**src/isa_pkg.sv**
```systemverilog
package isa_pkg;

    localparam int XLEN       = 32;
    localparam int REG_ADDR_W = 5;
    localparam int NUM_INST   = 48;
    localparam int ECODE_W    = 7;

    //////////////////////////////////////////////////////////////////////
    // instruction flag positions
    //////////////////////////////////////////////////////////////////////

    // 17-bit opcode group, same order as OP17
    localparam int
        I_ADD  = 0,  I_SUB  = 1,  I_SLT  = 2,  I_SLTU  = 3,  I_NOR     = 4,
        I_AND  = 5,  I_OR   = 6,  I_XOR  = 7,  I_SLL   = 8,  I_SRL     = 9,
        I_SRA  = 10, I_MUL  = 11, I_MULH = 12, I_MULHU = 13, I_DIV     = 14,
        I_MOD  = 15, I_DIVU = 16, I_MODU = 17, I_BREAK = 18, I_SYSCALL = 19,
        I_SLLI = 20, I_SRLI = 21, I_SRAI = 22;
    // 10-bit opcode group
    localparam int
        I_SLTI = 23, I_SLTUI = 24, I_ADDI = 25, I_ANDI = 26, I_ORI = 27,
        I_XORI = 28, I_LDB   = 29, I_LDH  = 30, I_LDW  = 31, I_STB = 32,
        I_STH  = 33, I_STW   = 34, I_LDBU = 35, I_LDHU = 36;
    // 7-bit and 6-bit groups
    localparam int
        I_LU12I = 37, I_PCADDU12I = 38,
        I_JIRL  = 39, I_B   = 40, I_BL   = 41, I_BEQ  = 42, I_BNE = 43,
        I_BLT   = 44, I_BGE = 45, I_BLTU = 46, I_BGEU = 47;

    localparam int N_OP17    = 23;
    localparam int N_OP10    = 14;
    localparam int N_OP7     = 2;
    localparam int N_OP6     = 9;
    localparam int BASE_OP10 = I_SLTI;
    localparam int BASE_OP7  = I_LU12I;
    localparam int BASE_OP6  = I_JIRL;

    //////////////////////////////////////////////////////////////////////
    // opcode patterns, indexed from the base of each group
    //////////////////////////////////////////////////////////////////////

    localparam logic [16:0] OP17 [N_OP17] = '{
        17'h00020, 17'h00022, 17'h00024, 17'h00025, 17'h00028, 17'h00029,
        17'h0002a, 17'h0002b, 17'h0002e, 17'h0002f, 17'h00030, 17'h00038,
        17'h00039, 17'h0003a, 17'h00040, 17'h00041, 17'h00042, 17'h00043,
        17'h00054, 17'h00056, 17'h00081, 17'h00089, 17'h00091
    };
    localparam logic [9:0] OP10 [N_OP10] = '{
        10'h008, 10'h009, 10'h00a, 10'h00d, 10'h00e, 10'h00f, 10'h0a0,
        10'h0a1, 10'h0a2, 10'h0a4, 10'h0a5, 10'h0a6, 10'h0a8, 10'h0a9
    };
    localparam logic [6:0] OP7 [N_OP7] = '{7'h0a, 7'h0e};
    localparam logic [5:0] OP6 [N_OP6] = '{
        6'h13, 6'h14, 6'h15, 6'h16, 6'h17, 6'h18, 6'h19, 6'h1a, 6'h1b
    };

    // one instruction word, three field layouts
    typedef union packed {
        struct packed {
            logic [9:0]  opcode;
            logic [11:0] imm12;
            logic [4:0]  rj;
            logic [4:0]  rd;
        } ri;
        struct packed {
            logic [6:0]  opcode;
            logic [19:0] imm20;
            logic [4:0]  rd;
        } u20;
        struct packed {
            logic [5:0]  opcode;
            logic [15:0] offs_lo16;
            logic [9:0]  offs_hi10;
        } of26;
    } inst_word_t;

    localparam logic [ECODE_W-1:0] ECODE_NONE = 7'h00;
    localparam logic [ECODE_W-1:0] ECODE_SYS  = 7'h0b;
    localparam logic [ECODE_W-1:0] ECODE_BRK  = 7'h0c;
    localparam logic [ECODE_W-1:0] ECODE_INE  = 7'h0d;

endpackage

```
**src/ctrl_pkg.sv**
```systemverilog
package ctrl_pkg;

    localparam int ALU_OP_W  = 12;
    localparam int SRC_SEL_W = 4;
    localparam int BR_TYPE_W = 4;
    localparam int LDST_W    = 4;
    localparam int WB_SEL_W  = 6;
    localparam int CLASS_W   = 4;

    // one-hot alu operation
    localparam logic [ALU_OP_W-1:0] ALU_ADD  = 12'h001;
    localparam logic [ALU_OP_W-1:0] ALU_SUB  = 12'h002;
    localparam logic [ALU_OP_W-1:0] ALU_SLT  = 12'h004;
    localparam logic [ALU_OP_W-1:0] ALU_SLTU = 12'h008;
    localparam logic [ALU_OP_W-1:0] ALU_AND  = 12'h010;
    localparam logic [ALU_OP_W-1:0] ALU_OR   = 12'h020;
    localparam logic [ALU_OP_W-1:0] ALU_NOR  = 12'h040;
    localparam logic [ALU_OP_W-1:0] ALU_XOR  = 12'h080;
    localparam logic [ALU_OP_W-1:0] ALU_SLL  = 12'h100;
    localparam logic [ALU_OP_W-1:0] ALU_SRL  = 12'h200;
    localparam logic [ALU_OP_W-1:0] ALU_SRA  = 12'h400;
    localparam logic [ALU_OP_W-1:0] ALU_NONE = 12'h800;

    // operand sources
    localparam logic [SRC_SEL_W-1:0] SRC1_PC   = 4'h1;
    localparam logic [SRC_SEL_W-1:0] SRC1_RF   = 4'h2;
    localparam logic [SRC_SEL_W-1:0] SRC1_ZERO = 4'h4;
    localparam logic [SRC_SEL_W-1:0] SRC2_IMM  = 4'h1;
    localparam logic [SRC_SEL_W-1:0] SRC2_RF   = 4'h2;
    localparam logic [SRC_SEL_W-1:0] SRC2_FOUR = 4'h4;

    localparam logic [BR_TYPE_W-1:0] BR_NONE = 4'h0;
    localparam logic [BR_TYPE_W-1:0] BR_JIRL = 4'h3;
    localparam logic [BR_TYPE_W-1:0] BR_B    = 4'h4;
    localparam logic [BR_TYPE_W-1:0] BR_BL   = 4'h5;
    localparam logic [BR_TYPE_W-1:0] BR_BEQ  = 4'h6;
    localparam logic [BR_TYPE_W-1:0] BR_BNE  = 4'h7;
    localparam logic [BR_TYPE_W-1:0] BR_BLT  = 4'h8;
    localparam logic [BR_TYPE_W-1:0] BR_BGE  = 4'h9;
    localparam logic [BR_TYPE_W-1:0] BR_BLTU = 4'ha;
    localparam logic [BR_TYPE_W-1:0] BR_BGEU = 4'hb;

    localparam logic [LDST_W-1:0] LDST_W_LD  = 4'h0;
    localparam logic [LDST_W-1:0] LDST_W_ST  = 4'h1;
    localparam logic [LDST_W-1:0] LDST_B_LD  = 4'h2;
    localparam logic [LDST_W-1:0] LDST_H_LD  = 4'h3;
    localparam logic [LDST_W-1:0] LDST_BU_LD = 4'h4;
    localparam logic [LDST_W-1:0] LDST_HU_LD = 4'h5;
    localparam logic [LDST_W-1:0] LDST_B_ST  = 4'h6;
    localparam logic [LDST_W-1:0] LDST_H_ST  = 4'h7;
    localparam logic [LDST_W-1:0] LDST_OTHER = 4'h8;

    // one-hot writeback source
    localparam logic [WB_SEL_W-1:0] WB_ALU  = 6'h01;
    localparam logic [WB_SEL_W-1:0] WB_LD   = 6'h02;
    localparam logic [WB_SEL_W-1:0] WB_MUL  = 6'h04;
    localparam logic [WB_SEL_W-1:0] WB_MULH = 6'h08;
    localparam logic [WB_SEL_W-1:0] WB_DIV  = 6'h10;
    localparam logic [WB_SEL_W-1:0] WB_MOD  = 6'h20;

    localparam logic [CLASS_W-1:0] CLASS_OTHER = 4'h1;
    localparam logic [CLASS_W-1:0] CLASS_LDST  = 4'h2;
    localparam logic [CLASS_W-1:0] CLASS_MUL   = 4'h4;
    localparam logic [CLASS_W-1:0] CLASS_DIV   = 4'h8;

endpackage

```
**src/inst_match.sv**
```systemverilog
`timescale 1ns/1ps

module inst_match
    import isa_pkg::*;
(
    input  inst_word_t          i_inst,
    output logic [NUM_INST-1:0] o_flags,
    output logic                o_lawful
);

    // 17-bit opcode spans the register view's opcode and top of imm12
    logic [16:0] op17;

    assign op17 = {i_inst.ri.opcode, i_inst.ri.imm12[11:5]};

    always_comb begin
        o_flags = '0;
        for (int k = 0; k < N_OP17; k++) begin
            o_flags[k] = (op17 == OP17[k]);
        end
        for (int k = 0; k < N_OP10; k++) begin
            o_flags[BASE_OP10 + k] = (i_inst.ri.opcode == OP10[k]);
        end
        for (int k = 0; k < N_OP7; k++) begin
            o_flags[BASE_OP7 + k] = (i_inst.u20.opcode == OP7[k]);
        end
        for (int k = 0; k < N_OP6; k++) begin
            o_flags[BASE_OP6 + k] = (i_inst.of26.opcode == OP6[k]);
        end
    end

    // patterns never overlap, so at most one flag is set
    assign o_lawful = |o_flags;

endmodule

```
**src/imm_gen.sv**
```systemverilog
`timescale 1ns/1ps

module imm_gen
    import isa_pkg::*;
(
    input  inst_word_t          i_inst,
    input  logic [NUM_INST-1:0] i_flags,
    output logic [XLEN-1:0]     o_imm
);

    logic is_offs16;
    logic is_offs26;
    logic is_simm12;
    logic is_uimm12;
    logic is_imm20;
    logic is_shamt;

    // format groups
    assign is_offs16 = i_flags[I_JIRL] | (|i_flags[I_BGEU:I_BEQ]);
    assign is_offs26 = i_flags[I_B] | i_flags[I_BL];
    // slti, sltui, addi and every load and store
    assign is_simm12 = (|i_flags[I_ADDI:I_SLTI]) | (|i_flags[I_LDHU:I_LDB]);
    assign is_uimm12 = |i_flags[I_XORI:I_ANDI];
    assign is_imm20  = i_flags[I_LU12I] | i_flags[I_PCADDU12I];
    assign is_shamt  = |i_flags[I_SRAI:I_SLLI];

    always_comb begin
        if (is_offs16) begin
            o_imm = {{14{i_inst.of26.offs_lo16[15]}}, i_inst.of26.offs_lo16, 2'b00};
        end else if (is_offs26) begin
            // hi10 sits in the low bits of the word but is the upper part
            o_imm = {{4{i_inst.of26.offs_hi10[9]}}, i_inst.of26.offs_hi10,
                     i_inst.of26.offs_lo16, 2'b00};
        end else if (is_simm12) begin
            o_imm = {{20{i_inst.ri.imm12[11]}}, i_inst.ri.imm12};
        end else if (is_uimm12) begin
            o_imm = {20'd0, i_inst.ri.imm12};
        end else if (is_imm20) begin
            o_imm = {i_inst.u20.imm20, 12'h000};
        end else if (is_shamt) begin
            o_imm = {27'd0, i_inst.ri.imm12[4:0]};
        end else begin
            o_imm = '0;
        end
    end

endmodule

```
**src/ctrl_gen.sv**
```systemverilog
`timescale 1ns/1ps

module ctrl_gen
    import isa_pkg::*;
    import ctrl_pkg::*;
(
    input  inst_word_t            i_inst,
    input  logic [NUM_INST-1:0]   i_flags,
    input  logic                  i_lawful,
    input  logic                  i_valid,
    output logic [ALU_OP_W-1:0]   o_alu_op,
    output logic [SRC_SEL_W-1:0]  o_src1_sel,
    output logic [SRC_SEL_W-1:0]  o_src2_sel,
    output logic [BR_TYPE_W-1:0]  o_br_type,
    output logic [LDST_W-1:0]     o_ldst_type,
    output logic                  o_mem_we,
    output logic [WB_SEL_W-1:0]   o_wb_sel,
    output logic [CLASS_W-1:0]    o_inst_class,
    output logic                  o_sign,
    output logic [REG_ADDR_W-1:0] o_rf_raddr1,
    output logic [REG_ADDR_W-1:0] o_rf_raddr2,
    output logic [REG_ADDR_W-1:0] o_rf_rd,
    output logic                  o_rf_we
);

    logic                 is_load;
    logic                 is_store;
    logic                 is_cbr;
    logic                 is_mul;
    logic                 is_div;
    logic                 use_imm;
    logic                 use_rf;
    logic [BR_TYPE_W-1:0] br_raw;

    assign is_load  = (|i_flags[I_LDW:I_LDB]) | i_flags[I_LDBU] | i_flags[I_LDHU];
    assign is_store = |i_flags[I_STW:I_STB];
    assign is_cbr   = |i_flags[I_BGEU:I_BEQ];
    assign is_mul   = |i_flags[I_MULHU:I_MUL];
    assign is_div   = |i_flags[I_MODU:I_DIV];

    //////////////////////////////////////////////////////////////////////
    // alu and operand selection
    //////////////////////////////////////////////////////////////////////

    assign o_alu_op =
        (i_flags[I_ADD] | i_flags[I_ADDI] | is_load | is_store | i_flags[I_PCADDU12I]
         | i_flags[I_LU12I] | i_flags[I_BL] | i_flags[I_JIRL])         ? ALU_ADD  :
        (i_flags[I_SUB] | i_flags[I_BEQ] | i_flags[I_BNE])             ? ALU_SUB  :
        (i_flags[I_SLT] | i_flags[I_SLTI] | i_flags[I_BLT] | i_flags[I_BGE]) ? ALU_SLT :
        (i_flags[I_SLTU] | i_flags[I_SLTUI] | i_flags[I_BLTU]
         | i_flags[I_BGEU])                                            ? ALU_SLTU :
        (i_flags[I_AND] | i_flags[I_ANDI])                             ? ALU_AND  :
        (i_flags[I_OR] | i_flags[I_ORI])                               ? ALU_OR   :
        (i_flags[I_NOR])                                               ? ALU_NOR  :
        (i_flags[I_XOR] | i_flags[I_XORI])                             ? ALU_XOR  :
        (i_flags[I_SLL] | i_flags[I_SLLI])                             ? ALU_SLL  :
        (i_flags[I_SRL] | i_flags[I_SRLI])                             ? ALU_SRL  :
        (i_flags[I_SRA] | i_flags[I_SRAI])                             ? ALU_SRA  : ALU_NONE;

    assign o_src1_sel = (i_flags[I_BL] | i_flags[I_PCADDU12I] | i_flags[I_JIRL]) ? SRC1_PC :
                        (i_flags[I_LU12I]) ? SRC1_ZERO : SRC1_RF;

    // imm for the 10-bit group, immediate shifts and the 20-bit forms
    assign use_imm = (|i_flags[I_LDHU:I_SLTI]) | (|i_flags[I_SRAI:I_SLLI])
                   | i_flags[I_LU12I] | i_flags[I_PCADDU12I];
    // register-register alu, mul/div and compare branches
    assign use_rf  = (|i_flags[I_MODU:I_ADD]) | is_cbr;

    // link address is pc + 4
    assign o_src2_sel = use_imm ? SRC2_IMM : use_rf ? SRC2_RF : SRC2_FOUR;

    //////////////////////////////////////////////////////////////////////
    // branch, memory and writeback
    //////////////////////////////////////////////////////////////////////

    assign br_raw = i_flags[I_BEQ]  ? BR_BEQ  : i_flags[I_BNE]  ? BR_BNE  :
                    i_flags[I_BLT]  ? BR_BLT  : i_flags[I_BGE]  ? BR_BGE  :
                    i_flags[I_BLTU] ? BR_BLTU : i_flags[I_BGEU] ? BR_BGEU :
                    i_flags[I_B]    ? BR_B    : i_flags[I_BL]   ? BR_BL   :
                    i_flags[I_JIRL] ? BR_JIRL : BR_NONE;
    assign o_br_type = i_valid ? br_raw : BR_NONE;

    assign o_ldst_type = i_flags[I_LDW]  ? LDST_W_LD  : i_flags[I_STW]  ? LDST_W_ST  :
                         i_flags[I_LDB]  ? LDST_B_LD  : i_flags[I_LDH]  ? LDST_H_LD  :
                         i_flags[I_LDBU] ? LDST_BU_LD : i_flags[I_LDHU] ? LDST_HU_LD :
                         i_flags[I_STB]  ? LDST_B_ST  : i_flags[I_STH]  ? LDST_H_ST  :
                         LDST_OTHER;
    assign o_mem_we = is_store & i_valid;

    assign o_wb_sel = is_load                              ? WB_LD   :
                      i_flags[I_MUL]                       ? WB_MUL  :
                      (i_flags[I_MULH] | i_flags[I_MULHU]) ? WB_MULH :
                      (i_flags[I_DIV] | i_flags[I_DIVU])   ? WB_DIV  :
                      (i_flags[I_MOD] | i_flags[I_MODU])   ? WB_MOD  : WB_ALU;

    assign o_inst_class = (is_load | is_store) ? CLASS_LDST :
                          is_mul ? CLASS_MUL : is_div ? CLASS_DIV : CLASS_OTHER;

    // unsigned forms clear the sign flag
    assign o_sign = ~(i_flags[I_MULHU] | i_flags[I_DIVU] | i_flags[I_MODU]);

    //////////////////////////////////////////////////////////////////////
    // register file
    //////////////////////////////////////////////////////////////////////

    assign o_rf_raddr1 = i_inst.ri.rj;
    // stores and compare branches read rd as the second source
    assign o_rf_raddr2 = (is_store | is_cbr) ? i_inst.ri.rd : i_inst.ri.imm12[4:0];
    // bl links into r1
    assign o_rf_rd     = i_flags[I_BL] ? 5'd1 : i_inst.ri.rd;

    assign o_rf_we = i_valid & i_lawful & ~is_store & ~is_cbr & ~i_flags[I_B]
                   & (o_rf_rd != '0);

endmodule

```
**src/except_gen.sv**
```systemverilog
`timescale 1ns/1ps

module except_gen
    import isa_pkg::*;
(
    input  logic [ECODE_W-1:0]  i_ecode,
    input  logic                i_ecode_we,
    input  logic                i_lawful,
    input  logic [NUM_INST-1:0] i_flags,
    output logic [ECODE_W-1:0]  o_ecode,
    output logic                o_ecode_we
);

    always_comb begin
        o_ecode    = ECODE_NONE;
        o_ecode_we = 1'b1;
        // an exception from fetch wins over anything found here
        if (i_ecode_we) begin
            o_ecode = i_ecode;
        end else if (!i_lawful) begin
            o_ecode = ECODE_INE;
        end else if (i_flags[I_BREAK]) begin
            o_ecode = ECODE_BRK;
        end else if (i_flags[I_SYSCALL]) begin
            o_ecode = ECODE_SYS;
        end else begin
            o_ecode_we = 1'b0;
        end
    end

endmodule

```
**src/id_decode.sv**
```systemverilog
`timescale 1ns/1ps

module id_decode
    import isa_pkg::*;
    import ctrl_pkg::*;
(
    input  logic                  i_clk,
    input  logic                  i_reset,
    input  logic [XLEN-1:0]       i_inst,
    input  logic [XLEN-1:0]       i_pc,
    input  logic                  i_valid,
    input  logic [ECODE_W:0]      i_ecode_in,
    output logic                  o_valid,
    output logic [XLEN-1:0]       o_inst,
    output logic [XLEN-1:0]       o_pc,
    output logic                  o_lawful,
    output logic [XLEN-1:0]       o_imm,
    output logic [ALU_OP_W-1:0]   o_alu_op,
    output logic [SRC_SEL_W-1:0]  o_src1_sel,
    output logic [SRC_SEL_W-1:0]  o_src2_sel,
    output logic [BR_TYPE_W-1:0]  o_br_type,
    output logic [LDST_W-1:0]     o_ldst_type,
    output logic                  o_mem_we,
    output logic [WB_SEL_W-1:0]   o_wb_sel,
    output logic [CLASS_W-1:0]    o_inst_class,
    output logic                  o_sign,
    output logic [REG_ADDR_W-1:0] o_rf_raddr1,
    output logic [REG_ADDR_W-1:0] o_rf_raddr2,
    output logic [REG_ADDR_W-1:0] o_rf_rd,
    output logic                  o_rf_we,
    output logic [ECODE_W-1:0]    o_ecode,
    output logic                  o_ecode_we
);

    inst_word_t            inst_w;
    logic [NUM_INST-1:0]   flags;
    logic                  lawful;
    logic [XLEN-1:0]       imm;
    logic [ALU_OP_W-1:0]   alu_op;
    logic [SRC_SEL_W-1:0]  src1_sel;
    logic [SRC_SEL_W-1:0]  src2_sel;
    logic [BR_TYPE_W-1:0]  br_type;
    logic [LDST_W-1:0]     ldst_type;
    logic                  mem_we;
    logic [WB_SEL_W-1:0]   wb_sel;
    logic [CLASS_W-1:0]    inst_class;
    logic                  sign;
    logic [REG_ADDR_W-1:0] rf_raddr1;
    logic [REG_ADDR_W-1:0] rf_raddr2;
    logic [REG_ADDR_W-1:0] rf_rd;
    logic                  rf_we;
    logic [ECODE_W-1:0]    ecode;
    logic                  ecode_we;

    assign inst_w = i_inst;

    inst_match match_i (.i_inst(inst_w), .o_flags(flags), .o_lawful(lawful));

    imm_gen imm_i (.i_inst(inst_w), .i_flags(flags), .o_imm(imm));

    ctrl_gen ctrl_i (
        .i_inst(inst_w), .i_flags(flags), .i_lawful(lawful), .i_valid(i_valid),
        .o_alu_op(alu_op), .o_src1_sel(src1_sel), .o_src2_sel(src2_sel),
        .o_br_type(br_type), .o_ldst_type(ldst_type), .o_mem_we(mem_we),
        .o_wb_sel(wb_sel), .o_inst_class(inst_class), .o_sign(sign),
        .o_rf_raddr1(rf_raddr1), .o_rf_raddr2(rf_raddr2),
        .o_rf_rd(rf_rd), .o_rf_we(rf_we)
    );

    // top bit of the incoming field is its write flag
    except_gen except_i (
        .i_ecode(i_ecode_in[ECODE_W-1:0]), .i_ecode_we(i_ecode_in[ECODE_W]),
        .i_lawful(lawful), .i_flags(flags),
        .o_ecode(ecode), .o_ecode_we(ecode_we)
    );

    //////////////////////////////////////////////////////////////////////
    // decode to execute register
    //////////////////////////////////////////////////////////////////////

    always_ff @(posedge i_clk) begin
        if (i_reset) begin
            o_valid    <= 1'b0;
            o_rf_we    <= 1'b0;
            o_mem_we   <= 1'b0;
            o_ecode_we <= 1'b0;
            o_br_type  <= BR_NONE;
        end else begin
            o_valid    <= i_valid;
            o_rf_we    <= rf_we;
            o_mem_we   <= mem_we;
            o_ecode_we <= ecode_we;
            o_br_type  <= br_type;
        end
    end

    // payload fields
    always_ff @(posedge i_clk) begin
        o_inst       <= i_inst;
        o_pc         <= i_pc;
        o_lawful     <= lawful;
        o_imm        <= imm;
        o_alu_op     <= alu_op;
        o_src1_sel   <= src1_sel;
        o_src2_sel   <= src2_sel;
        o_ldst_type  <= ldst_type;
        o_wb_sel     <= wb_sel;
        o_inst_class <= inst_class;
        o_sign       <= sign;
        o_rf_raddr1  <= rf_raddr1;
        o_rf_raddr2  <= rf_raddr2;
        o_rf_rd      <= rf_rd;
        o_ecode      <= ecode;
    end

endmodule

```
**config.mk**
```make
export PLATFORM = sky130hd
export DESIGN_NAME = id_decode
export DESIGN_NICKNAME = d
export VERILOG_FILES = /design/src/isa_pkg.sv /design/src/ctrl_pkg.sv /design/src/inst_match.sv /design/src/imm_gen.sv /design/src/ctrl_gen.sv /design/src/except_gen.sv /design/src/id_decode.sv
export SDC_FILE = /design/constraint.sdc
export NUM_CORES = 1
export LEC_CHECK = 0
export ABC_AREA = 0
export BUFFER_PORTS_ARGS = -buffer_cell sky130_fd_sc_hd__buf_2
export CAP_MARGIN = 15
export CELL_PAD_IN_SITES_DETAIL_PLACEMENT = 0
export CELL_PAD_IN_SITES_GLOBAL_PLACEMENT = 1
export CORE_MARGIN = 3
export CORE_UTILIZATION = 35
export CTS_BUF_LIST = sky130_fd_sc_hd__clkbuf_2 sky130_fd_sc_hd__clkbuf_4 sky130_fd_sc_hd__clkbuf_8
export DETAILED_ROUTE_END_ITERATION = 12
export GPL_ROUTABILITY_DRIVEN = 1
export PLACE_DENSITY = 0.89
export RECOVER_POWER = 100
export REMOVE_ABC_BUFFERS = 1
export SLEW_MARGIN = 40
export SYNTH_ARGS = -nofsm -noshare
export SYNTH_HDL_FRONTEND = slang
export SYNTH_SLANG_ARGS = --single-unit
```
**constraint.sdc**
```tcl
create_clock -name i_clk -period 2.54 [get_ports i_clk]
set_input_delay 0.127 -clock i_clk [delete_from_list [all_inputs] [get_ports i_clk]]
set_output_delay 0.127 -clock i_clk [all_outputs]
set_load 0.03 [all_outputs]
```
==> results.md <==
* Outcome: finished, final reports clean
* CP Cell Sequence: dlygate4sd3_1, clkbuf_1, or4_4, or4_4, nor4_2, a21oi_1, dlygate4sd3_1, o21ai_0
* Worst hold slack at 40.7 ps
* Area grow syn2layout at 48.4%
* Cell internal pwr at 3770 µW
* Final HPWL DP at 11.3 mm
* Post-synth ARST share at 0
* DP Worst Slack at 197 ps
* Post-CTS Setup Repair Bufs at 0
* Unrepaired setup endpoints after global routing: no
* Overall power at 5230 µW
* CTS Buf Count at 17
* Synth Warn # at 0
* Critical path's largest stage delay at 580 ps
* Die X at between 100 and 150 µm
* Worst hold path class: primary input to flop
* CP Launch Type: primary input
* Final cell count without fillers at 936
* # IOs at approximately 240
* Cell count after placement at 828
* Fin Setup TNS at 0 ps
* Yosys reg bits at between 150 and 200
* Clock Power Share at 0.380
* H-tree depth at 4
* Ratio of cells with drive above 1 in the final layout at 0.143
* Synthesized area per cell at between 10 and 15 µm²
* Vias per std cell at 4.84
* I/O Buffers at 234
* Seq pwr share at 0.491
* Row count at 42
* Global route total overflow at 0
* CP endpoint kind: flop
* CP required at 2920 ps
* NetSw at ~1500 µW
* Initial Util at 0.359
* Die Ht at 123 µm
* Bufs on Longest Clock Path at 2
* Worst path slowest cell: or4_4
* PwrDens at 739 nW/µm²
* Hold path depth at 4
* Max Cap Viol at 0
* First-pass GRT wire length at 23.9 mm
* CP Launch Point: i_inst[29]
* Die ar. at 15100 µm²
* Largest net degree at the start of global routing at 24
* Nets at 822
* Critical path type: primary input to flop
* Fmax at 0.415 GHz
* Final Hold Viols at 0
* CTS Sinks at 155
* Most frequent cells in the layout: clkbuf_1 (190), dfxtp_1 (155), dlygate4sd3_1 (76)
* Tot GR Track Use at 0.212
* TritonRoute pass-1 iters at 5
* Final Wtd Congestion at 0.864
* Post-synth top flop: dfxtp_1
* Core area at 13300 µm²
* Initial antenna violation count at 0
* Arrival @ worst endpoint at 2790 ps
* Post-synth EDFFs at 0
* WHS Endpoint: o_ldst_type[1]
* DRT antenna net count at 0
* Reg clk slew, reported paths at ~90 ps
* Worst rel slew slack at 0.395
* Worst IR Drop VDD at between 0.3 and 0.4 mV
* DRC violations left at 0
* Final setup viols at 0
* TritonCTS clock tree: built
* Vias in the first global route at roughly 4400
* Antenna diode count at 0
* Synth unique cells at 60
* Wirelength per Cell at 18.0 µm
* Post-Syn Instances at 433
* Via count at 4532
* Mapped Area at 4770 µm²
* DRT Wirelength at about 17 mm
* Final Max Slew Viols at 0
* Clk root buf: clkbuf_8
* Final period util at 0.949
* Slew of the pin with the lowest slew margin at 907 ps
* Gate power share at 0.129
* Setup ws final at 130 ps
* Commonest non-fill, non-tap cell in the layout: clkbuf_1
* Sequential element share of the synthesized area at 0.650
* Minimum clock period at 2410 ps
* Crit path max fanout at 4
* Hold Startpoint: i_inst[31]
* Drt initial violations at 312
* Sw Share at 0.279
* Pleak at 0.00283 µW
==> through the flow <==
step                      utilization  area [µm²]
after global routing            0.533        7080
after detailed placement        0.462        6140
after floorplan                     -        4630
final                           0.533        7080
after global placement          0.462        6140
after CTS                       0.551        7320
==> how the worst max path moves through the flow <==
stage / to / slack, ps / depth (start not counted)
2_1_floorplan: o_ecode[3] / 510 / 6
3_3_place_gp: o_ecode[3] / 260 / 7
3_5_place_dp: o_ecode[3] / 200 / 7
4_1_cts: o_ecode[2] / 20 / 8
5_1_grt: o_ecode[0] / 40 / 11
6_report: o_ecode[2] / 130 / 8
==> power by group through the flow <==
stage / registers, µW / logic [µW] / clock network (µW)
after floorplan: 2840 / 107 / 0
after global placement: 2620 / 608 / 0
after detailed placement: 2620 / 611 / 0
after CTS: 2560 / 704 / 2020
after global routing: 2580 / 713 / 2130
final: 2570 / 675 / 1990
==> cells in the mapped netlist, types with 2 or more instances <==
master	instances	area, µm²
xnor2_1	2	17.5
a221o_1	5	50.1
or2_2	2	12.5
nor2b_1	9	56.3
buf_2	2	10.0
nand2_1	25	93.8
o22ai_1	3	18.8
and3_1	2	12.5
a31oi_1	2	12.5
nand3_1	8	40.0
dfxtp_1	155	3100
buf_4	7	52.6
or3_1	4	25.0
o211ai_1	2	15.0
nand2b_1	9	56.3
nand3b_1	3	22.5
o21ai_1	2	10.0
or4_4	2	22.5
and2_1	11	68.8
o21ai_0	28	140
o311a_1	2	20.0
a21oi_1	22	110
mux2_2	5	56.3
nor3_1	11	55.1
nor4_1	5	31.3
nand4_1	4	25.0
a21o_1	6	45.0
clkbuf_1	21	78.8
nor2_1	22	82.6
or4_1	6	45.0
a22o_1	11	96.3
inv_1	7	26.3
==> logic make-up after synthesis <==
logic type,synth area share
AND/OR/NAND/NOR,0.158
flip-flops,0.650
other,0.000786
buffers and inverters,0.0359
multiplexers,0.0170
XOR/XNOR,0.00551
AO/OA/AOI/OAI,0.132
==> worst max-delay path, delay by kind of cell <==
family | cells | cell delay [ps]
AOI/OAI and AO/OA | 2 | 130
buffers and inverters | 3 | 1210
and+or+nand+nor | 3 | 1320
==> layout make-up <==
type | count | area [µm²]
fillers | 1281 | 6210
flip-flops and latches | 155 | 3100
repair buffers | 325 | 1790
clock buffers | 19 | 249
well taps | 176 | 220
clock inverters | 13 | 179
inverters | 7 | 26.3
multi-input cells | 241 | 1520
==> routing by layer <==
layer  part of all wire  vias to the layer above  GRT usage
met4              0.025                        0     0.0840
met1               0.41                     2125      0.259
met3              0.069                       39     0.0502
met2               0.49                      223      0.360
li1                   -                     2145          -
met5                  0                        -          0
==> state kept, by name, summed over array words and instances, names as in the netlist, 3 cells and up <==
| name | cells |
|---|---|
| o_ecode | 7 |
| o_alu_op | 12 |
| o_rf_raddr2 | 5 |
| o_src1_sel | 3 |
| o_inst | 28 |
| o_ldst_type | 4 |
| o_imm | 32 |
| o_br_type | 4 |
| o_pc | 32 |
| o_inst_class | 4 |
| o_src2_sel | 3 |
| o_wb_sel | 6 |
| o_rf_rd | 5 |
| o_rf_raddr1 | 4 |
==> timing repair <==
item / in CTS / in global routing
resized for setup: 0 / 3
setup endpoints to repair: 0 / 1
hold buffers: 76 / 0
endpoints found under the hold margin: 96 / 0
Note: power is estimated with default switching activity, not from simulation.
